## src/afu_fabric_pkg.sv

```systemverilog
// Fabric sizes, port routing table, FLR hold time and shared types
package afu_fabric_pkg;

   // ------------------------------------------------------------
   // Sizes
   // ------------------------------------------------------------
   localparam int DATA_W    = 64;          // Payload bits per beat
   localparam int NUM_PF    = 2;           // Physical functions
   localparam int NUM_VF    = 2;           // VFs behind each PF
   localparam int NUM_PORTS = 4;           // Function ports on the fabric

   // Cycles a function stays in reset before the FLR is acked
   localparam int FLR_HOLD_CYCLES = 8;

   // ------------------------------------------------------------
   // Types
   // ------------------------------------------------------------
   typedef logic [DATA_W-1:0]    t_data;       // Beat payload
   typedef logic [0:0]           t_pf;         // PF number
   typedef logic [0:0]           t_vf;         // VF number within a PF
   typedef logic [1:0]           t_port_id;    // Port index, tags host beats
   typedef logic [NUM_PORTS-1:0] t_port_mask;  // One bit per port

   // FLR controller states
   typedef enum logic [1:0] {
      IDLE,                                 // Waiting for a request
      HOLD,                                 // Function held in reset
      ACK                                   // Ack up, waiting for req to drop
   } t_flr_state;

   // ------------------------------------------------------------
   // Routing table
   //
   //    port | function
   //    -----+----------
   //      0  | PF0
   //      1  | PF0 VF0
   //      2  | PF0 VF1
   //      3  | PF1
   // ------------------------------------------------------------

   // PF owning each port, index 0 is the rightmost entry
   localparam t_pf [NUM_PORTS-1:0] PORT_PF = {
      1'b1,                                 // Port 3
      1'b0,                                 // Port 2
      1'b0,                                 // Port 1
      1'b0                                  // Port 0
   };

   // VF number of each port, only looked at for VF ports
   localparam t_vf [NUM_PORTS-1:0] PORT_VF = {
      1'b0,                                 // Port 3, PF
      1'b1,                                 // Port 2, VF1
      1'b0,                                 // Port 1, VF0
      1'b0                                  // Port 0, PF
   };

   // Set where the port is a VF
   localparam t_port_mask PORT_VF_ACTIVE = 4'b0110;

endpackage
```

## src/flr_rst_ctrl.sv

```systemverilog
// FLR request/ack FSM and registered per-port reset generation
`timescale 1ns/1ps

module flr_rst_ctrl (
   input  logic                       clk,
   input  logic                       i_arst_n,
   input  logic                       i_flr_req,        // Four-phase request
   input  afu_fabric_pkg::t_pf        i_flr_pf,         // Function under FLR
   input  afu_fabric_pkg::t_vf        i_flr_vf,
   input  logic                       i_flr_vf_active,  // High for a VF FLR
   output logic                       o_flr_ack,
   output afu_fabric_pkg::t_port_mask o_port_rst_n      // Active low, per port
);

   afu_fabric_pkg::t_flr_state state;
   logic [$clog2(afu_fabric_pkg::FLR_HOLD_CYCLES+2)-1:0] hold_cnt;

   afu_fabric_pkg::t_pf flr_pf;                 // Latched request fields
   afu_fabric_pkg::t_vf flr_vf;
   logic                flr_vf_active;

   logic                in_flr;                 // Function reset window
   logic [afu_fabric_pkg::NUM_PF-1:0]                                   pf_rst_n;
   logic [afu_fabric_pkg::NUM_PF-1:0][afu_fabric_pkg::NUM_VF-1:0]       vf_rst_n;
   afu_fabric_pkg::t_port_mask                                          func_rst_n;

   // ------------------------------------------------------------
   // Request FSM
   // ------------------------------------------------------------
   always_ff @(posedge clk or negedge i_arst_n)
   begin
      if (!i_arst_n)
      begin
         state         <= afu_fabric_pkg::IDLE;
         hold_cnt      <= '0;
         flr_pf        <= '0;
         flr_vf        <= '0;
         flr_vf_active <= 1'b0;
      end
      else
      begin
         case (state)
            afu_fabric_pkg::IDLE:
            begin
               if (i_flr_req)
               begin
                  state         <= afu_fabric_pkg::HOLD;
                  hold_cnt      <= '0;
                  flr_pf        <= i_flr_pf;    // Fields are stable while req is up
                  flr_vf        <= i_flr_vf;
                  flr_vf_active <= i_flr_vf_active;
               end
            end
            afu_fabric_pkg::HOLD:
            begin
               hold_cnt <= hold_cnt + 1'b1;
               // One extra count lets the registered port reset rise with ack
               if (int'(hold_cnt) == afu_fabric_pkg::FLR_HOLD_CYCLES + 1)
                  state <= afu_fabric_pkg::ACK;
            end
            afu_fabric_pkg::ACK:
            begin
               if (!i_flr_req)                   // Requester finished its side
                  state <= afu_fabric_pkg::IDLE;
            end
            default: state <= afu_fabric_pkg::IDLE;
         endcase
      end
   end

   assign o_flr_ack = (state == afu_fabric_pkg::ACK);
   assign in_flr    = (state == afu_fabric_pkg::HOLD) &&
                      (int'(hold_cnt) <= afu_fabric_pkg::FLR_HOLD_CYCLES);

   // ------------------------------------------------------------
   // Function resets and port mapping
   // ------------------------------------------------------------
   always_comb
   begin
      for (int p = 0; p < afu_fabric_pkg::NUM_PF; p++)
      begin
         pf_rst_n[p] = !(in_flr && !flr_vf_active && (flr_pf == afu_fabric_pkg::t_pf'(p)));
         for (int v = 0; v < afu_fabric_pkg::NUM_VF; v++)
            vf_rst_n[p][v] = !(in_flr && flr_vf_active &&
                               (flr_pf == afu_fabric_pkg::t_pf'(p)) &&
                               (flr_vf == afu_fabric_pkg::t_vf'(v)));
      end
      // PF reset covers its VF ports too, VF reset only counts on VF ports
      for (int n = 0; n < afu_fabric_pkg::NUM_PORTS; n++)
         func_rst_n[n] = pf_rst_n[afu_fabric_pkg::PORT_PF[n]] &
                         (!afu_fabric_pkg::PORT_VF_ACTIVE[n] |
                          vf_rst_n[afu_fabric_pkg::PORT_PF[n]][afu_fabric_pkg::PORT_VF[n]]);
   end

   // System reset clears every port at once
   always_ff @(posedge clk or negedge i_arst_n)
   begin
      if (!i_arst_n)
         o_port_rst_n <= '0;
      else
         o_port_rst_n <= func_rst_n;
   end

endmodule

```

## config.mk

```make
export PLATFORM = sky130hd
export DESIGN_NAME = flr_rst_ctrl
export DESIGN_NICKNAME = d
export VERILOG_FILES = /design/src/afu_fabric_pkg.sv /design/src/flr_rst_ctrl.sv
export SDC_FILE = /design/constraint.sdc
export NUM_CORES = 1
export LEC_CHECK = 0
export BUFFER_PORTS_ARGS = -buffer_cell sky130_fd_sc_hd__buf_2
export CORE_AREA = 3 3 40 42
export CTS_CLUSTER_SIZE = 30
export DETAILED_ROUTE_END_ITERATION = 16
export DIE_AREA = 0 0 43 45
export PLACE_DENSITY = 0.76
export SYNTH_ARGS = -nofsm -noshare
export SYNTH_HDL_FRONTEND = slang
export SYNTH_SLANG_ARGS = --single-unit
```

## constraint.sdc

```tcl
create_clock -name clk -period 3.3 [get_ports clk]
set_clock_uncertainty 0.05 [all_clocks]
set_input_delay 0.495 -clock clk [delete_from_list [all_inputs] [get_ports clk]]
set_output_delay 0.495 -clock clk [all_outputs]
set_load 0.02 [all_outputs]
```

==> results.cfg <==
[timing]
slew_headroom_pct = 74.98
fin_crit_sh_pct = 50.34
fmax_mhz = 602.0
period_needed_ns = 1.661
fin_tns_setup_ns = 0
slew_violations = 0
rsz0062_at_grt = false
hold_violations = 0
setup_violations = 0
worstMarginPinSlew_ns = 0.3745

[logic_synthesis]
synth_top_cells_by_area = dfrtp_1 (56%), ha_1 (6.5%), nand2_1 (5.9%)
ys_ff_latch = 13
synth_cell_types = 20
syn-num-nets = 61
yosysWarningCount = 0
ys_seq_area_share_pct = 56.40
synthCells = 52
avgSynthCellArea_sq_um = 11.09
synth_top_cell_area_share_pct = 56.40
synth_area_sq_um = 576.8
yosys.area.top_type = dfrtp_1

[setup_path]
cp.arrival_ns = 1.12
timing.rr.start = state[0]
cp-start-kind = flip-flop
reg2reg_depth = 2
timing.setup.critical_path_class = flip-flop to output port
cp_max_fo = 7
reg2reg_to = flr_pf
cp_data_required_time_ns = 2.75
crit_path_end_kind = output port
ff2ff_setup_slack_ns = 1.95
startpoint = state[0]

[final_layout]
antenna_cells = 0
final_net_count = 76
stdcell_area_sq_um = 671.9
layout-drive-gt1-share_pct = 25.76
syn_to_final_growth_pct = 16.49

[global_routing]
grt_pass1_wl_mm = 1.759
track_usage_pct = 13.04
antenna_found_initial = 0
overflow = 0
first_global_vias = 395
grt_max_degree = 14

[route]
drtIter0Drc = 10
ant_nets = 0
first_pass_iters = 4
wire_per_inst_microns = 11.98
drc_errors = 0
wl_microns = 970
via_per_inst = 5.210
vias = 422

[worst_hold_path]
hp-class = primary input to asynchronous set/reset pin

[place]
hpwl_microns = 724
io_buffers = 10
placed_area_sq_um = 645.6
globalplace.congestion = 0.7149

[cts]
cts_setup_buffers = 0
clkTransAtPathRegs_ns = 0.08
root_buffer = clkbuf_4
cts.sinks = 13
numCtsBuffers = 3
insertion_delay_ns = 0.27
cts_hold_buf = 0
ctsResizeCount = 0
cts.htree.levels = 1
cts_tree = yes
cts.path.max_buffers = 2

[power]
cellLeakagePower_nw = 0.3066
ir_drop_v = 0.0003638
power.density_nw_per_um2 = 906.3
design_power_total_mw = 0.6089

[floorplan]
initial_core_util_pct = 44.89
rows = 13
die_y_microns = 45
die_area_sq_um = 1935
die_w_microns = 43
coreArea_sq_um = 1285
ioPinCount = 11

[flow_run]
max_cap_viol_count = 0

[outcome]
status = completed
==> sequential cells by signal, indices dropped and copies added, names as in the netlist <==
signal,count
flr_vf_active,1
state,2
flr_vf,1
flr_pf,1
o_port_rst_n,4
hold_cnt,4
==> synth_stat cells (all sizes together) <==
cell,n
o21bai,1
nand2,9
inv,4
nor2b,1
a21oi,2
nor3b,1
dfrtp,13
ha,3
nand3,3
a22o,1
nor2,2
a211oi,1
o311ai,1
nand2b,2
o31ai,1
o21ai,4
mux2,3
==> layout by cell type, fill, tap and decap left out <==
cell type and count:
dfrtp_1 13, o311ai_1 1, mux2_2 1, a22o_1 1, nor2_1 2, buf_2 10, o21ai_1 3, a21oi_1 2
nand3_1 3, clkbuf_1 1, o21bai_1 1, nor3b_2 1, o31ai_1 1, mux2_1 2, clkbuf_4 3, nand2b_2 1
a211oi_2 1, nor2b_1 1, nand2_1 9, inv_1 4, nand2b_1 1, o21ai_0 1, ha_1 3
==> worst max path at each step <==
stage | endpoint | slack, ns | depth (start not counted)
global route | o_flr_ack | 1.55 | 2
floorplan | o_flr_ack | 1.96 | 1
CTS | o_flr_ack | 1.62 | 2
finish | o_flr_ack | 1.64 | 2
detailed placement | flr_pf | 1.88 | 3
global placement | flr_vf | 1.90 | 3
==> logic make-up after synthesis <==
family / after synthesis / share of synthesized area, %
AOI/OAI and AO/OA: 11 / 13.01
adders and majority gates: 3 / 6.508
buffers and inverters: 4 / 2.602
DFF: 13 / 56.40
muxes: 3 / 5.856
and+or+nand+nor: 18 / 15.62
==> power by group <==
part	total [mW]	internal, mW	switching (mW)	leakage, nW
registers	0.292	0.228	0.0638	0.149
logic	0.221	0.0982	0.122	0.142
clock network	0.0964	0.0468	0.0496	0.0150
==> cell type report <==
| type | instances | area (sq um) |
|---|---|---|
| clock buffers | 4 | 26.28 |
| fillers | 121 | 613.1 |
| flip-flops and latches | 13 | 325.3 |
| inverters | 4 | 15.01 |
| well taps | 15 | 18.77 |
| repair buffers | 10 | 50.05 |
| multi-input cells | 35 | 236.5 |
==> per-stage QoR <==
step	std cells	util (%)	hold WS (ns)	worst slack, ns
after floorplan	52	-	0.1494	1.959
after global placement	77	50.24	0.3393	1.905
after detailed placement	77	50.24	0.3435	1.875
after CTS	81	52.29	0.03782	1.618
after global routing	81	52.29	0.04228	1.551
final	81	52.29	0.03461	1.639
==> critical path: stages, from the launching register on <==
cell,delay [ns]
dfrtp_1,0.47
nor2b_1,0.18
buf_2,0.19
==> metal layers <==
layer  track usage, %  routed length, microns
met4            12.65                      28
met3            3.984                      48
met5                0                       0
met2            18.26                     463
met1            15.70                     430
(Power assumes the default switching activity.)
