<file path="src/afu_fabric_pkg.sv">
// Fabric sizes, port routing table, FLR hold time and shared types
package afu_fabric_pkg;

   // ------------------------------------------------------------
   // Sizes
   // ------------------------------------------------------------
   localparam int DATA_W    = 64;          // Payload bits per beat
   localparam int NUM_PF    = 2;           // Physical functions
   localparam int NUM_VF    = 2;           // VFs behind each PF
   localparam int NUM_PORTS = 4;           // Function ports on the fabric

   // Cycles a function stays in reset before the FLR is acked
   localparam int FLR_HOLD_CYCLES = 8;

   // ------------------------------------------------------------
   // Types
   // ------------------------------------------------------------
   typedef logic [DATA_W-1:0]    t_data;       // Beat payload
   typedef logic [0:0]           t_pf;         // PF number
   typedef logic [0:0]           t_vf;         // VF number within a PF
   typedef logic [1:0]           t_port_id;    // Port index, tags host beats
   typedef logic [NUM_PORTS-1:0] t_port_mask;  // One bit per port

   // FLR controller states
   typedef enum logic [1:0] {
      IDLE,                                 // Waiting for a request
      HOLD,                                 // Function held in reset
      ACK                                   // Ack up, waiting for req to drop
   } t_flr_state;

   // ------------------------------------------------------------
   // Routing table
   //
   //    port | function
   //    -----+----------
   //      0  | PF0
   //      1  | PF0 VF0
   //      2  | PF0 VF1
   //      3  | PF1
   // ------------------------------------------------------------

   // PF owning each port, index 0 is the rightmost entry
   localparam t_pf [NUM_PORTS-1:0] PORT_PF = {
      1'b1,                                 // Port 3
      1'b0,                                 // Port 2
      1'b0,                                 // Port 1
      1'b0                                  // Port 0
   };

   // VF number of each port, only looked at for VF ports
   localparam t_vf [NUM_PORTS-1:0] PORT_VF = {
      1'b0,                                 // Port 3, PF
      1'b1,                                 // Port 2, VF1
      1'b0,                                 // Port 1, VF0
      1'b0                                  // Port 0, PF
   };

   // Set where the port is a VF
   localparam t_port_mask PORT_VF_ACTIVE = 4'b0110;

endpackage
</file>
<file path="src/pfvf_rx_router.sv">
// Host receive router, PF/VF table lookup into a one-deep output register
`timescale 1ns/1ps

module pfvf_rx_router (
   input  logic                       clk,
   input  logic                       i_arst_n,
   input  logic                       i_rx_valid,
   input  afu_fabric_pkg::t_data      i_rx_data,
   input  afu_fabric_pkg::t_pf        i_rx_pf,
   input  afu_fabric_pkg::t_vf        i_rx_vf,
   input  logic                       i_rx_vf_active,
   input  afu_fabric_pkg::t_port_mask i_port_ready,     // From the pipe stages
   output logic                       o_rx_ready,
   output afu_fabric_pkg::t_port_mask o_port_valid,     // At most one bit set
   output afu_fabric_pkg::t_data      o_port_data       // Shared by all ports
);

   afu_fabric_pkg::t_port_mask hit_mask;                // Table match for this beat
   logic                       active;                  // Out of reset for a cycle
   logic                       drain;                   // Held beat leaves this cycle
   logic                       rx_fire;

   // ------------------------------------------------------------
   // Table lookup
   // ------------------------------------------------------------
   always_comb
   begin
      for (int p = 0; p < afu_fabric_pkg::NUM_PORTS; p++)
      begin
         hit_mask[p] = (i_rx_pf == afu_fabric_pkg::PORT_PF[p]) &&
                       (i_rx_vf_active == afu_fabric_pkg::PORT_VF_ACTIVE[p]) &&
                       (!afu_fabric_pkg::PORT_VF_ACTIVE[p] ||
                        (i_rx_vf == afu_fabric_pkg::PORT_VF[p]));
      end
   end

   // Take a new beat when the register is empty or emptying now
   assign drain      = |(o_port_valid & i_port_ready);
   assign o_rx_ready = active && ((o_port_valid == '0) || drain);
   assign rx_fire    = i_rx_valid && o_rx_ready;

   // ------------------------------------------------------------
   // Output register
   // ------------------------------------------------------------
   always_ff @(posedge clk or negedge i_arst_n)
   begin
      if (!i_arst_n)
      begin
         active       <= 1'b0;
         o_port_valid <= '0;
      end
      else
      begin
         active <= 1'b1;
         if (rx_fire)
            o_port_valid <= hit_mask;          // No match leaves it empty, beat dropped
         else if (drain)
            o_port_valid <= '0;
      end
   end

   // Payload only moves on a routed beat
   always_ff @(posedge clk)
   begin
      if (rx_fire && (hit_mask != '0))
         o_port_data <= i_rx_data;
   end

endmodule

</file>
<file path="config.mk">
export PLATFORM = sky130hd
export DESIGN_NAME = pfvf_rx_router
export DESIGN_NICKNAME = d
export VERILOG_FILES = /design/src/afu_fabric_pkg.sv /design/src/pfvf_rx_router.sv
export SDC_FILE = /design/constraint.sdc
export NUM_CORES = 1
export LEC_CHECK = 0
export ABC_AREA = 1
export BUFFER_PORTS_ARGS = -buffer_cell sky130_fd_sc_hd__buf_2
export CAP_MARGIN = 30
export CELL_PAD_IN_SITES_DETAIL_PLACEMENT = 0
export CELL_PAD_IN_SITES_GLOBAL_PLACEMENT = 1
export CORE_MARGIN = 1
export CORE_UTILIZATION = 29
export DETAILED_ROUTE_END_ITERATION = 12
export GPL_TIMING_DRIVEN = 1
export HOLD_SLACK_MARGIN = 0.12
export PLACE_DENSITY_LB_ADDON = 0.1
export SLEW_MARGIN = 20
export SYNTH_ARGS = -nofsm -noshare
export SYNTH_HDL_FRONTEND = slang
export SYNTH_SLANG_ARGS = --single-unit
export TNS_END_PERCENT = 50
</file>
<file path="constraint.sdc">
create_clock -name clk -period 4 [get_ports clk]
set_input_delay 0.6 -clock clk [delete_from_list [all_inputs] [get_ports clk]]
set_output_delay 0.6 -clock clk [all_outputs]
set_load 0.03 [all_outputs]
</file>
==> impl_results.rst <==
.. list-table::
   :header-rows: 1

   * - Metric
     - Value
   * - Outcome
     - completed
   * - Crit Path Category
     - register to register
   * - Core Area
     - ~7300 um^2
   * - DRC
     - 0
   * - Violation count after the first detailed-route iteration
     - 41
   * - Sequential cell area fraction in the yosys report
     - 0.9222
   * - CP startpoint kind
     - register
   * - Syn Area/Cell
     - between 20 and 25 um^2
   * - Antenna violations before repair
     - 0
   * - Die X-Extent
     - roughly 90 um
   * - Hold path start
     - i_rx_data[40]
   * - R2R Path Start
     - o_port_valid[1]
   * - Final setup violation count
     - 0
   * - Initial core utilization
     - 0.3028
   * - Net total in the final layout
     - 332
   * - Worst Path Required
     - ~4000 ps
   * - Post-synthesis instance area
     - 2220 um^2
   * - Routed wire length
     - 4586 um
   * - Number of clock sinks seen by CTS
     - between 60 and 70
   * - Total Routing Usage GR
     - 0.1128
   * - Setup TNS
     - 0 ps
   * - Clock latency at the later pin of the worst-skew pair
     - 330 ps
   * - Half-perimeter wire length after detailed placement
     - 3291 um
   * - Buffer cell driving the clock tree root
     - clkbuf_8
   * - H-Tree Level Count
     - 3
   * - Actual slew at the worst max-slew pin
     - around 800 ps
   * - Buffers from clock root to sink, at most
     - 2
   * - Number of max-cap violations
     - 0
   * - Period utilization
     - 0.5127
   * - Path category of the worst min-delay check
     - primary input to register
   * - Final hold slack
     - between 400 and 500 ps
   * - Clock-pin slew of the registers on the worst-case setup and hold paths
     - ~70 ps
   * - Syn_nets
     - approximately 180
   * - Final Max Slew Viols
     - 0
   * - Count of cells resized by post-cts repair
     - 0
   * - Syn. warnings
     - 0
   * - Via count of the routed design
     - between 1,000 and 1,500
   * - Normalized max-slew margin
     - 0.4641
   * - Total overflow reported by the global router
     - 0
   * - Distinct cell type count after synthesis
     - 12
   * - Data arrival time of the worst path
     - approximately 2000 ps
   * - Clock buffers created by TritonCTS
     - 9
   * - Largest vdd supply drop
     - roughly 270 uV
   * - Standard-cell row count
     - 31
   * - Worst slack at placement
     - between 1500 and 2000 ps
   * - Total inserted antenna cells
     - 0
   * - Fmax
     - about 0.49 GHz
   * - Number of post-CTS setup repair buffers
     - 0
   * - Hold Violations, Final
     - 0
   * - Detailed-router iteration count before antenna repair
     - 4
   * - Vias in the first global route
     - roughly 1,200
   * - IO Port Bufs
     - about 140
   * - Count of state elements after synthesis
     - between 60 and 70
   * - Final cell utilization of the core
     - 0.4438
   * - DIE HEIGHT
     - approximately 89 um
   * - Largest net degree at the start of global routing
     - between 60 and 70
   * - Layout Area Growth over Synthesis
     - 46.56%
   * - Critical path fanouts, max
     - 64
   * - Time the final worst path needs with I/O delays and setup
     - a little over 2000 ps
   * - Final weighted congestion of routability-driven global placement
     - a little under 0.7
   * - Worst Clk Skew
     - approximately 6.8 ps
   * - Clock tree from TritonCTS
     - done
   * - Global-route wire length before repair
     - around 6200 um
   * - Critical Path Source
     - o_port_valid[1]
   * - Count of fill cells added during filler insertion
     - between 700 and 800
   * - I/O pin count
     - 143
   * - Leakage dissipation
     - around 1.4 nW
   * - Worst setup margin
     - between 1500 and 2000 ps
   * - Post-layout total power
     - a little under 2 mW
   * - RSZ-0062 raised after global routing
     - no
   * - Die Footprint
     - between 8000 and 9000 um^2
   * - Share of post-route cells with drive strength above 1
     - 0.6130
   * - Cell count after synthesis
     - around 100
   * - Endpoint type of the worst setup path
     - register
   * - Wire length per cell
     - around 13 um
   * - Power density over cell area
     - between 600 and 700 nW/um^2
   * - Detailed-route vias per instance
     - 4.006
   * - Antenna-violating nets left
     - 0
[where the power goes]
| part | total (mW) | leakage, nW | internal [mW] | switching [mW] |
|---|---|---|---|---|
| clock network | 0.512 | 0.0867 | 0.279 | 0.233 |
| registers | 0.954 | 0.655 | 0.922 | 0.0314 |
| logic | 0.495 | 0.675 | 0.129 | 0.366 |
| total | 1.96 | 1.42 | 1.33 | 0.631 |
[stage by stage]
stage	area, um^2	std cells
detailed placement	3073	345
floorplan	2223	103
global route	3253	360
finish	3253	360
global placement	3073	345
CTS	3253	360
[critical path, cell delays in order (launching register included)]
cell and delay (ps):
dfrtp_1 420, nor2_1 110, nand2_1 120, nand2_2 100
nand3_2 120, a21oi_4 130, buf_4 610
[routing by layer]
metal | part of all wire | track usage | up-vias
met5 | 0 | 0 | -
met4 | 0.0087 | 0.04762 | 0
met3 | 0.11 | 0.06556 | 6
met2 | 0.45 | 0.1589 | 87
met1 | 0.43 | 0.1409 | 657
li1 | - | - | 692
[cell families (layout without fill, tap and decap cells)]
| logic type | after synthesis | in the layout | share of synthesized area |
|---|---|---|---|
| other | 1 | 1 | 0.001689 |
| AO/OA/AOI/OAI | 2 | 2 | 0.01071 |
| AND/OR/NAND/NOR | 29 | 29 | 0.06201 |
| buffers and inverters | 2 | 160 | 0.003383 |
| flip-flops | 69 | 69 | 0.9222 |
[layout by cell type, fill, tap and decap left out, types with 2 or more instances in the layout]
cell type  count
nor2_1         6
dfrtp_1        5
clkbuf_1       2
inv_1          2
clkbuf_8       9
nand2_1       11
edfxtp_1      64
nand3_1        8
buf_2        142
nand2_2        2
[final timing paths]
check / to / slack (ps) / cells past startpoint
min in group asynchronous: o_port_valid[2] / 610 / 2
hold reg to reg: o_port_valid[3] / 560 / 2
max in group asynchronous: o_port_valid[0] / 3250 / 2
setup reg to reg: o_port_data[24] / 1950 / 6
setup / recovery: o_port_data[24] / 1950 / 6
hold / removal: o_port_data[40] / 440 / 1
[synthesized netlist by cell type]
library cell,n,area share
dfrtp_1,5,0.056
nand3_1,8,0.018
nor2_4,1,0.0051
a21oi_1,1,0.0023
inv_1,2,0.0034
conb_1,1,0.0017
a21boi_4,1,0.0085
nand3_2,1,0.0045
nor2_1,6,0.010
nand2_1,11,0.019
nand2_2,2,0.0056
edfxtp_1,64,0.87
[state kept, by name, summed over array words and instances, names as in the netlist]
signal,count
active,1
o_port_valid,4
o_port_data,64
[repair_timing]
item	in CTS	in global routing
hold endpoints to repair	5	0
hold buffers	1	0
setup endpoints to repair	0	0
[final cells by class]
cell class / count / area (um^2) / area share
flip-flops and latches: 69 / 2047 / 0.6292
repair buffers: 144 / 728.2 / 0.2238
multi-input cells: 32 / 176.4 / 0.05423
clock buffers: 11 / 131.4 / 0.04038
well taps: 99 / 123.9 / 0.03808
clock inverters: 3 / 38.79 / 0.01192
inverters: 2 / 7.507 / 0.002308
Note: power is estimated with default switching activity, not from simulation.
