File: config.mk
export PLATFORM = sky130hd
export DESIGN_NAME = port_pipe_stage
export DESIGN_NICKNAME = d
export VERILOG_FILES = /design/src/afu_fabric_pkg.sv /design/src/port_pipe_stage.sv
export SDC_FILE = /design/constraint.sdc
export NUM_CORES = 1
export LEC_CHECK = 0
export BUFFER_PORTS_ARGS = -buffer_cell sky130_fd_sc_hd__buf_2
export CAP_MARGIN = 20
export CORE_MARGIN = 10
export CORE_UTILIZATION = 51
export DETAILED_ROUTE_END_ITERATION = 8
export HOLD_SLACK_MARGIN = 0.05
export PLACE_DENSITY_LB_ADDON = 0.05
export SLEW_MARGIN = 30
export SYNTH_ARGS = -nofsm -noshare
export SYNTH_HDL_FRONTEND = slang
export SYNTH_SLANG_ARGS = --single-unit
File: constraint.sdc
create_clock -name clk -period 3.6 [get_ports clk]
set_input_delay 0.54 -clock clk [delete_from_list [all_inputs] [get_ports clk]]
set_output_delay 0.54 -clock clk [all_outputs]
set_load 0.01 [all_outputs]
File: src/afu_fabric_pkg.sv
// Fabric sizes, port routing table, FLR hold time and shared types
package afu_fabric_pkg;

   // ------------------------------------------------------------
   // Sizes
   // ------------------------------------------------------------
   localparam int DATA_W    = 64;          // Payload bits per beat
   localparam int NUM_PF    = 2;           // Physical functions
   localparam int NUM_VF    = 2;           // VFs behind each PF
   localparam int NUM_PORTS = 4;           // Function ports on the fabric

   // Cycles a function stays in reset before the FLR is acked
   localparam int FLR_HOLD_CYCLES = 8;

   // ------------------------------------------------------------
   // Types
   // ------------------------------------------------------------
   typedef logic [DATA_W-1:0]    t_data;       // Beat payload
   typedef logic [0:0]           t_pf;         // PF number
   typedef logic [0:0]           t_vf;         // VF number within a PF
   typedef logic [1:0]           t_port_id;    // Port index, tags host beats
   typedef logic [NUM_PORTS-1:0] t_port_mask;  // One bit per port

   // FLR controller states
   typedef enum logic [1:0] {
      IDLE,                                 // Waiting for a request
      HOLD,                                 // Function held in reset
      ACK                                   // Ack up, waiting for req to drop
   } t_flr_state;

   // ------------------------------------------------------------
   // Routing table
   //
   //    port | function
   //    -----+----------
   //      0  | PF0
   //      1  | PF0 VF0
   //      2  | PF0 VF1
   //      3  | PF1
   // ------------------------------------------------------------

   // PF owning each port, index 0 is the rightmost entry
   localparam t_pf [NUM_PORTS-1:0] PORT_PF = {
      1'b1,                                 // Port 3
      1'b0,                                 // Port 2
      1'b0,                                 // Port 1
      1'b0                                  // Port 0
   };

   // VF number of each port, only looked at for VF ports
   localparam t_vf [NUM_PORTS-1:0] PORT_VF = {
      1'b0,                                 // Port 3, PF
      1'b1,                                 // Port 2, VF1
      1'b0,                                 // Port 1, VF0
      1'b0                                  // Port 0, PF
   };

   // Set where the port is a VF
   localparam t_port_mask PORT_VF_ACTIVE = 4'b0110;

endpackage
File: src/port_pipe_stage.sv
// Two-entry skid buffer for one port, flushed while the port is in reset
`timescale 1ns/1ps

module port_pipe_stage (
   input  logic                  clk,
   input  logic                  i_arst_n,
   input  logic                  i_port_rst_n,  // FLR or system reset of this port
   input  logic                  i_valid,
   input  afu_fabric_pkg::t_data i_data,
   input  logic                  i_ready,
   output logic                  o_ready,
   output logic                  o_valid,
   output afu_fabric_pkg::t_data o_data
);

   logic                  skid_valid;          // Second entry in use
   afu_fabric_pkg::t_data skid_data;
   logic                  in_fire;
   logic                  main_free;           // Output entry can load this cycle

   // Ready comes straight from a flop, port reset swallows beats
   assign o_ready   = !skid_valid || !i_port_rst_n;
   assign in_fire   = i_valid && o_ready;
   assign main_free = !o_valid || i_ready;

   always_ff @(posedge clk or negedge i_arst_n)
   begin
      if (!i_arst_n)
      begin
         o_valid    <= 1'b0;
         skid_valid <= 1'b0;
      end
      else if (!i_port_rst_n)
      begin
         o_valid    <= 1'b0;                   // Flush both entries
         skid_valid <= 1'b0;
      end
      else if (main_free)
      begin
         o_valid    <= skid_valid || in_fire;  // Skid entry goes first
         skid_valid <= 1'b0;
      end
      else if (in_fire)
         skid_valid <= 1'b1;                   // Output stalled, park the beat
   end

   always_ff @(posedge clk)
   begin
      if (main_free)
         o_data <= skid_valid ? skid_data : i_data;
      if (!main_free && in_fire)
         skid_data <= i_data;
   end

endmodule

==> results.sh, run 1 <==
export IMPL_status="finished, final reports clean"
export IMPL_avgRoutedWirePerCell_um=18.87
export IMPL_worstMarginPinSlew_ps=883.1
export IMPL_dieWidth_um=116.1
export IMPL_overflow=0
export IMPL_yosys_warnings=0
export IMPL_dp_cells=450
export IMPL_drt_iter0_drc=99
export IMPL_arrival_ps=2180
export IMPL_synth_seq_cells=130
export IMPL_start_util=0.5169
export IMPL_cap_violations=0
export IMPL_yosys_area_top_type_share=0.8164
export IMPL_dp_hpwl_mm=6.177
export IMPL_skew_ps=6.808
export IMPL_vdd_ir_drop_max_uv=327.8
export IMPL_r2r_slack_ps=1610
export IMPL_max_freq_ghz=0.5032
export IMPL_die_height_um=116.1
export IMPL_hold_violations=0
export IMPL_firstDrtPassIters=4
export IMPL_io_buffers=134
export IMPL_worstSetupPathType="reg -> reg"
export IMPL_cts_made_buffers=17
export IMPL_p_per_area_mw_per_mm2=606.0
export IMPL_cts_tree="done"
export IMPL_syn_num_nets=277
export IMPL_syn2layout_area_growth_pct=29.95
export IMPL_layout_drive_gt1_share=0.6263
export IMPL_antenna_cells=0
export IMPL_first_global_vias=2645
export IMPL_vias=2433
export IMPL_critPathSlowestCell="and3_2"
export IMPL_vias_per_cell=5.037
export IMPL_worstPathRequired_ps=3790
export IMPL_clkSinkCount=130
export IMPL_crit_chain="nor2b_1, and3_2, buf_12"
export IMPL_synth_xor_area_frac=0
export IMPL_maxSlewHeadroom=0.4113
export IMPL_ant_nets=0
export IMPL_worstSetupStartpointType="flop"
export IMPL_nNetsFinal=428
export IMPL_setup_viol=0
export IMPL_yosysSeqAreaShare=0.8270
export IMPL_synth_simple_gate_area_share=0.004252
export IMPL_dieArea_mm2=0.01347
export IMPL_tns_ps=0
export IMPL_endpoint_kind="flop"
export IMPL_rsz0062_at_grt="false"
export IMPL_netlist_area_mm2=0.004708
export IMPL_fill_cells=633
export IMPL_slew_violations=0
export IMPL_synth_cell_types=13
export IMPL_clk_latency_ps=500
export IMPL_top_level_ports=135
export IMPL_synth_area_leader_cell="edfxtp_1"
export IMPL_rows=35
export IMPL_layout_common_cells="buf_2, edfxtp_1, mux2_2, clkbuf_16"
export IMPL_muxShareOfSynthArea=0.1531
export IMPL_finalNonFillerCells=483
export IMPL_grt_pass1_wl_mm=14.29
export IMPL_crit_path_max_fanout=33
export IMPL_cts_root_buffer="clkbuf_8"
export IMPL_totalWireLength_mm=9.112
export IMPL_coreArea_mm2=0.009109
export IMPL_cts_resized=0
export IMPL_fin_util=0.6717
export IMPL_synth_area_per_cell_um2=22.64
export IMPL_finalCriticalPeriod_ps=1987
export IMPL_max_stage_delay_ps=780
export IMPL_hold_class="in -> reg"
export IMPL_drc=0
export IMPL_grt_max_degree=67
export IMPL_gp_congestion=0.7271
export IMPL_synth_cells=208
export IMPL_synth_top_family_by_area="multiplexers"
export IMPL_p_leak_nw=2.354
export IMPL_antenna_found_initial=0
export IMPL_clock_path_buffers=2
export IMPL_synth_compound_area_frac=0.002923
export IMPL_synth_fa_ha_area_frac=0
export IMPL_finalCritPeriodShare=0.5520
export IMPL_synthTopCellsByArea="edfxtp_1, mux2_2, dfrtp_1, buf_6, buf_2"
export IMPL_clkTransAtPathRegs_ps=60
export IMPL_mostFrequentLayoutCell="buf_2"
export IMPL_globalRouteTotalUtil=0.1420
export IMPL_h_tree_depth=4
[state kept, by name, indices dropped and copies added, names as in the netlist]
signal / count
skid_valid: 1
skid_data: 64
o_valid: 1
o_data: 64
[stage by stage]
| stage | hold slack (ps) | power (mW) | setup WS (ps) | cell area (um^2) |
|---|---|---|---|---|
| 2_1_floorplan | 244.4 | 1.899 | 792.5 | 4708 |
| 3_3_place_gp | 326.4 | 2.019 | 1331 | 5507 |
| 3_5_place_dp | 333.9 | 2.023 | 1321 | 5507 |
| 4_1_cts | 193.6 | 3.757 | 1578 | 6118 |
| 5_1_grt | 196.9 | 3.846 | 1470 | 6118 |
| 6_report | 226.9 | 3.708 | 1613 | 6118 |
[layout make-up]
cell class,count,area (um^2),share of cell area
sequential,130,3895,0.6366
multi-input combinational,70,755.7,0.1235
timing repair buffer,139,723.2,0.1182
clock buffer,22,442.9,0.07239
clock inverter,10,158.9,0.02597
tap,111,138.9,0.02270
inverter,1,3.754,0.0006135
[what timing repair did]
action / CTS / global route
setup buffers: 0 / 0
endpoints found under the hold margin: 2 / 0
hold buffers: 1 / 0
[routing by layer]
| layer | vias to the layer above | GRT usage | wire, um |
|---|---|---|---|
| li1 | 1141 | - | - |
| met1 | 1183 | 0.1602 | 3655 |
| met2 | 93 | 0.2158 | 4286 |
| met3 | 16 | 0.07298 | 958 |
| met4 | 0 | 0.07590 | 212 |
| met5 | - | 0 | 0 |
[synthesized netlist by cell type]
library cell and count:
and3_1 1, buf_2 3, buf_4 1, buf_6 3
dfrtp_1 2, edfxtp_1 128, inv_1 1, mux2_2 64
nand2_1 1, nor2_1 1, nor2b_1 1, o21ai_0 1
o31a_1 1
[critical path, delay by kind of cell (launching register included)]
kind,cells,cell delay [ps]
buffers and inverters,1,290
AND/OR/NAND/NOR,2,1020
flip-flops,1,330
[cells by family after synthesis]
| kind of cell | after synthesis |
|---|---|
| AND/OR/NAND/NOR | 4 |
| buffers and inverters | 8 |
| AO/OA/AOI/OAI | 2 |
| flip-flops | 130 |
| multiplexers | 64 |
[path summary, 6_finish.rpt]
path / depth (start not counted) / startpoint / end
max in group asynchronous: 2 / i_arst_n / skid_valid
max reg2reg: 3 / o_valid / skid_data[22]
min: 1 / i_data[38] / skid_data[38]
min reg2reg: 1 / skid_data[15] / o_data[15]
max: 3 / o_valid / skid_data[22]
min in group asynchronous: 2 / i_arst_n / o_valid
[report_power, final]
group / switching, mW / total [mW] / internal, mW
clock network: 0.581 / 1.72 / 1.14
registers: 0.0190 / 1.77 / 1.75
logic: 0.115 / 0.217 / 0.103
total: 0.714 / 3.71 / 2.99
Note: power is estimated with default switching activity, not from simulation.
==> run 2, diff against run 1 <==
--- a/config.mk
+++ b/config.mk
@@ -8,7 +8,7 @@
 export BUFFER_PORTS_ARGS = -buffer_cell sky130_fd_sc_hd__buf_2
 export CAP_MARGIN = 20
 export CORE_MARGIN = 10
-export CORE_UTILIZATION = 51
+export CORE_UTILIZATION = 46
 export DETAILED_ROUTE_END_ITERATION = 8
 export HOLD_SLACK_MARGIN = 0.05
 export PLACE_DENSITY_LB_ADDON = 0.05
==> constraint.sdc (replaced) <==
create_clock -name clk -period 1.7 [get_ports clk]
set_input_delay 0.255 -clock clk [delete_from_list [all_inputs] [get_ports clk]]
set_output_delay 0.255 -clock clk [all_outputs]
set_load 0.01 [all_outputs]
==> results.sh, run 2 (synthesis results as in run 1) <==
export IMPL_status="finished, final reports clean"
export IMPL_endpoint_kind="flop"
export IMPL_worstSetupPathType="reg -> reg"
export IMPL_dp_hpwl_mm=6.542
export IMPL_clkTransAtPathRegs_ps=60
export IMPL_crit_path_max_fanout=9
export IMPL_maxSlewHeadroom=0.7746
export IMPL_die_height_um=121.2
export IMPL_busiest_layer="met2"
export IMPL_ant_nets=0
export IMPL_seqPwrFrac=0.485
export IMPL_p_per_area_mw_per_mm2=1127
export IMPL_reg_top3="o_data x64, skid_data x64"
export IMPL_rows=36
export IMPL_crit_cells=3
export IMPL_arrival_ps=1980
export IMPL_max_stage_delay_ps=550
export IMPL_vias_per_cell=4.689
export IMPL_rsz0062_at_grt="false"
export IMPL_max_freq_ghz=0.6275
export IMPL_dieArea_mm2=0.01468
export IMPL_power_mw=7.731
export IMPL_combPwrFrac=0.078
export IMPL_clock_path_buffers=2
export IMPL_p_leak_nw=2.655
export IMPL_finalCriticalPeriod_ps=1594
export IMPL_final_cell_area_mm2=0.006858
export IMPL_first_global_vias=3090
export IMPL_layout_drive_gt1_share=0.5416
export IMPL_worstPathRequired_ps=2080
export IMPL_critPathSlowestCell="dlygate4sd3_1"
export IMPL_slew_violations=0
export IMPL_top_level_ports=135
export IMPL_finalNonFillerCells=578
export IMPL_dp_cells=476
export IMPL_crit_start="skid_valid"
export IMPL_cap_violations=0
export IMPL_coreArea_mm2=0.009864
export IMPL_drt_iter0_drc=158
export IMPL_setup_viol=0
export IMPL_grt_met1_usage=0.1705
export IMPL_avgRoutedWirePerCell_um=17.69
export IMPL_p_sw_mw=1.621
export IMPL_crit_family="buffers and inverters"
export IMPL_h_tree_depth=4
export IMPL_place_ws_ps=286.4
export IMPL_fin_hold_ws_ps=339.6
export IMPL_worstSetupStartpointType="flop"
export IMPL_vias=2710
export IMPL_cts_made_buffers=17
export IMPL_worstHoldPathCells=4
export IMPL_r2r_slack_ps=110
export IMPL_r2r_cells=3
export IMPL_gp_congestion=0.7030
export IMPL_antenna_cells=0
export IMPL_mostFrequentLayoutCell="buf_2"
export IMPL_antenna_found_initial=0
export IMPL_overflow=0
export IMPL_setup_ws_ps=106.5
export IMPL_hold_violations=0
export IMPL_hold_class="in -> reg"
export IMPL_crit_buf_inv=2
export IMPL_vdd_ir_drop_max_uv=732.0
export IMPL_clkSinkCount=130
export IMPL_syn2layout_area_growth_pct=45.66
export IMPL_cts_setup_buffers=0
export IMPL_grt_util_met3=0.06701
export IMPL_skew_ps=6.350
export IMPL_power_share_clock=0.438
export IMPL_clk_latency_ps=500
export IMPL_start_util=0.4773
export IMPL_grt_max_degree=55
export IMPL_placed_cell_area_mm2=0.005599
export IMPL_endpoint="o_valid"
export IMPL_totalWireLength_mm=10.22
export IMPL_finalCritPeriodShare=0.9374
export IMPL_drc=0
export IMPL_dieWidth_um=121.2
export IMPL_layout_common_cells="buf_2, edfxtp_1, dlygate4sd3_1, mux2_2, clkbuf_16"
export IMPL_met2_usage=0.2252
export IMPL_firstDrtPassIters=4
export IMPL_globalRouteTotalUtil=0.1440
export IMPL_internal_power_mw=6.110
export IMPL_crit_chain="buf_4, o31a_1, dlygate4sd3_1"
export IMPL_cts_resized=0
export IMPL_cts_root_buffer="clkbuf_8"
export IMPL_io_buffers=134
export IMPL_crit_reg2reg_capture="o_valid"
export IMPL_grt_pass1_wl_mm=16.45
export IMPL_nNetsFinal=501
export IMPL_sw_frac_of_total=0.2097
export IMPL_worstMarginPinSlew_ps=338.0
export IMPL_worstReg2RegStart="skid_valid"
export IMPL_cts_tree="done"
-- run 2: cell types whose count changed in the layout (fill, tap and decap cells not counted), sizes merged --
cell / before / now
clkbuf: 22 / 18
clkinv: 4 / 7
buf: 138 / 142
clkinvlp: 2 / 5
dlygate4sd3: 1 / 70
bufinv: 4 / 2
-- run 2: tightest hold or removal path, stage by stage --
cell and delay [ps]:
buf_2 100, nor2b_4 50, clkinvlp_4 80, buf_4 210
-- run 2: final cells by class --
cell class	count	area (um^2)
Inverter	1	7.507
Clock buffer	18	417.9
Tap cell	133	166.4
Timing Repair Buffer	212	1456
Fill cell	667	3007
Clock inverter	14	140.1
Sequential cell	130	3895
Multi-Input combinational cell	70	774.5
-- run 2: how the worst min path moves through the flow --
stage                     slack, ps    endpoint     start
after global routing            340  o_data[25]   i_ready
after detailed placement         50     o_valid  i_arst_n
after global placement           50     o_valid  i_arst_n
final                           340  o_data[18]   i_ready
after CTS                       310  o_data[18]   i_ready
after floorplan                 -40     o_valid  i_arst_n
-- run 2: what timing repair did --
item	CTS	global route
hold buffers	70	0
setup endpoints to repair	0	0
hold endpoints to repair	84	0
-- run 2: power by group through the flow --
| stage | Clock [mW] | Sequential (mW) | Combinational, mW |
|---|---|---|---|
| 2_1_floorplan | 0 | 3.88 | 0.142 |
| 3_3_place_gp | 0 | 3.81 | 0.474 |
| 3_5_place_dp | 0 | 3.81 | 0.482 |
| 4_1_cts | 3.47 | 3.75 | 0.609 |
| 5_1_grt | 3.60 | 3.76 | 0.657 |
| 6_report | 3.38 | 3.75 | 0.599 |
-- run 2: per-layer routing --
metal	vias to the layer above	routed length (um)
met2	90	5025
met1	1321	4229
met3	13	863
met4	0	106
met5	-	0
li1	1286	-
-- run 2: per-stage QoR --
stage	setup TNS (ps)	util
final	0	0.6952
after global routing	0	0.6952
after CTS	0	0.6952
after detailed placement	0	0.5676
after global placement	0	0.5676
after floorplan	-12570	-
==> run 3, diff against run 2 <==
--- a/config.mk
+++ b/config.mk
@@ -5,10 +5,12 @@
 export SDC_FILE = /design/constraint.sdc
 export NUM_CORES = 1
 export LEC_CHECK = 0
+export ABC_AREA = 1
 export BUFFER_PORTS_ARGS = -buffer_cell sky130_fd_sc_hd__buf_2
 export CAP_MARGIN = 20
 export CORE_MARGIN = 10
-export CORE_UTILIZATION = 46
+export CORE_UTILIZATION = 47
+export CTS_BUF_LIST = sky130_fd_sc_hd__clkbuf_8 sky130_fd_sc_hd__clkbuf_16
 export DETAILED_ROUTE_END_ITERATION = 8
 export HOLD_SLACK_MARGIN = 0.05
 export PLACE_DENSITY_LB_ADDON = 0.05
==> results.sh, run 3 <==
export IMPL_firstDrtPassIters=5
export IMPL_crit_reg2reg_capture="skid_data[52]"
export IMPL_yosysSeqAreaShare=0.8066
export IMPL_globalRouteTotalUtil=0.1502
export IMPL_whs_endpoint="o_data[3]"
export IMPL_netlist_area_mm2=0.004827
export IMPL_hold_class="in -> reg"
export IMPL_synth_edf_count=128
export IMPL_io_buffers=134
export IMPL_synth_cells=346
export IMPL_ant_nets=0
export IMPL_vdd_ir_drop_max_uv=641.0
export IMPL_rsz0062_at_grt="false"
export IMPL_clock_path_buffers=2
export IMPL_r2r_slack_ps=260
export IMPL_crit_family="flip-flops"
export IMPL_crit_chain="nand2_2, buf_2"
export IMPL_clkSinkCount=130
export IMPL_cts_made_buffers=17
export IMPL_yosys_area_top_type_share=0.7963
export IMPL_synthFlopType="edfxtp_1"
export IMPL_coreArea_mm2=0.009910
export IMPL_ys_top_cells_by_count="edfxtp_1, nand2_1, inv_1"
export IMPL_antenna_cells=0
export IMPL_dp_cells=604
export IMPL_endpoint_kind="primary output"
export IMPL_crit_buf_inv=1
export IMPL_skew_ps=8.724
export IMPL_maxSlewHeadroom=0.6950
export IMPL_setup_ws_ps=214.5
export IMPL_top_level_ports=135
export IMPL_vias=3149
export IMPL_cts_root_buffer="clkbuf_8"
export IMPL_cts_tree="done"
export IMPL_syn_num_nets=415
export IMPL_drc=0
export IMPL_grt_pass1_wl_mm=17.06
export IMPL_worstReg2RegStart="skid_valid"
export IMPL_arrival_ps=1230
export IMPL_syn2layout_area_growth_pct=43.60
export IMPL_critPathSlowestCell="dfrtp_4"
export IMPL_nNetsFinal=629
export IMPL_worstPathRequired_ps=1440
export IMPL_reg_top3="o_data x64, skid_data x64"
export IMPL_setup_viol=0
export IMPL_cap_violations=0
export IMPL_hold_violations=0
export IMPL_worstMarginPinSlew_ps=457.5
export IMPL_synth_area_leader_cell="edfxtp_1"
export IMPL_power_mw=7.821
export IMPL_worstSetupPathType="reg -> out"
export IMPL_p_per_area_mw_per_mm2=1128
export IMPL_max_stage_delay_ps=490
export IMPL_min_from="i_ready"
export IMPL_worstHoldPathCells=3
export IMPL_clk_latency_ps=510
export IMPL_overflow=0
export IMPL_layout_common_cells="buf_2, edfxtp_1, dlygate4sd3_1, inv_1, nand2_1"
export IMPL_drt_iter0_drc=213
export IMPL_dieArea_mm2=0.01472
export IMPL_finalCriticalPeriod_ps=1486
export IMPL_synth_area_per_cell_um2=13.95
export IMPL_r2r_cells=4
export IMPL_finalCritPeriodShare=0.8738
export IMPL_antenna_found_initial=0
export IMPL_synth_seq_cells=130
export IMPL_fill_cells=714
export IMPL_h_tree_depth=4
export IMPL_synthTopCellsByArea="edfxtp_1, o21ai_0, nand2_1, inv_1, buf_4"
export IMPL_totalWireLength_mm=10.70
export IMPL_dieWidth_um=121.3
export IMPL_layout_drive_gt1_share=0.2984
export IMPL_yosys_warnings=0
export IMPL_vias_per_cell=4.460
export IMPL_clkTransAtPathRegs_ps=60
export IMPL_first_global_vias=3335
export IMPL_crit_path_max_fanout=3
export IMPL_status="finished, final reports clean"
export IMPL_max_freq_ghz=0.6732
export IMPL_yosysMostFrequentCell="edfxtp_1"
export IMPL_mostFrequentLayoutCell="buf_2"
export IMPL_p_leak_nw=2.887
export IMPL_async_flop_share=0.01538
export IMPL_fin_util=0.6995
export IMPL_dp_hpwl_mm=6.687
export IMPL_finalNonFillerCells=706
export IMPL_gp_congestion=0.7610
export IMPL_avgRoutedWirePerCell_um=15.15
export IMPL_die_height_um=121.3
export IMPL_worstSetupStartpointType="flop"
export IMPL_slew_violations=0
export IMPL_start_util=0.4871
export IMPL_place_ws_ps=224.6
export IMPL_grt_max_degree=130
export IMPL_synth_cell_types=14
export IMPL_rows=36
export IMPL_tns_ps=0
==> run 3: worst reg2reg max path: stages (launching register included) <==
cell and delay [ps]:
dfrtp_4 490, nand2_2 90, nand2_1 80, nor2_4 140, buf_4 300
==> run 3: metal layers <==
layer	track usage	up-vias	part of all wire
met5	0	-	0
met4	0.05365	0	0.011
met3	0.06422	11	0.082
met2	0.2483	107	0.50
met1	0.1701	1430	0.41
li1	-	1601	-
==> run 3: worst max path at each step <==
stage	start	end	slack (ps)	cells after the start
floorplan	o_valid	skid_data[0]	-430	2
global placement	i_ready	skid_data[46]	250	5
detailed placement	i_ready	skid_data[46]	220	5
CTS	skid_valid	o_ready	190	2
global route	skid_valid	o_ready	150	2
finish	skid_valid	o_ready	210	2
==> run 3: stage by stage <==
step	cell area, um^2	hold slack (ps)
5_1_grt	6932	289.0
2_1_floorplan	4855	-40.59
3_3_place_gp	5667	44.93
3_5_place_dp	5667	46.96
4_1_cts	6932	256.1
6_report	6932	284.4
==> run 3: logic make-up (layout without fill, tap and decap cells) <==
kind of cell | after synthesis | after routing | synth area share
AOI/OAI and AO/OA | 66 | 66 | 0.06843
buffers and inverters | 79 | 306 | 0.06946
DFF | 130 | 130 | 0.8066
and+or+nand+nor | 71 | 71 | 0.05547
==> run 3: timing repair <==
item                      CTS  global route
hold buffers               70             0
buffers inserted            0             0
hold endpoints to repair   68             0
gates resized for setup     0             0
==> run 3: layout make-up <==
type / instances / area, um^2 / share of cell area
clock inverter: 15 / 150.1 / 0.02166
multi-input combinational: 137 / 624.3 / 0.09007
inverter: 65 / 244.0 / 0.03520
tap: 133 / 166.4 / 0.02401
timing repair buffer: 209 / 1434 / 0.2069
clock buffer: 17 / 414.1 / 0.05975
sequential: 130 / 3899 / 0.5625
==> run 3: where the power goes <==
group | switching (mW) | total, mW | internal, mW | leakage (nW)
clock | 1.23 | 3.42 | 2.19 | 0.286
sequential | 0.0524 | 3.79 | 3.73 | 1.27
combinational | 0.322 | 0.617 | 0.296 | 1.33
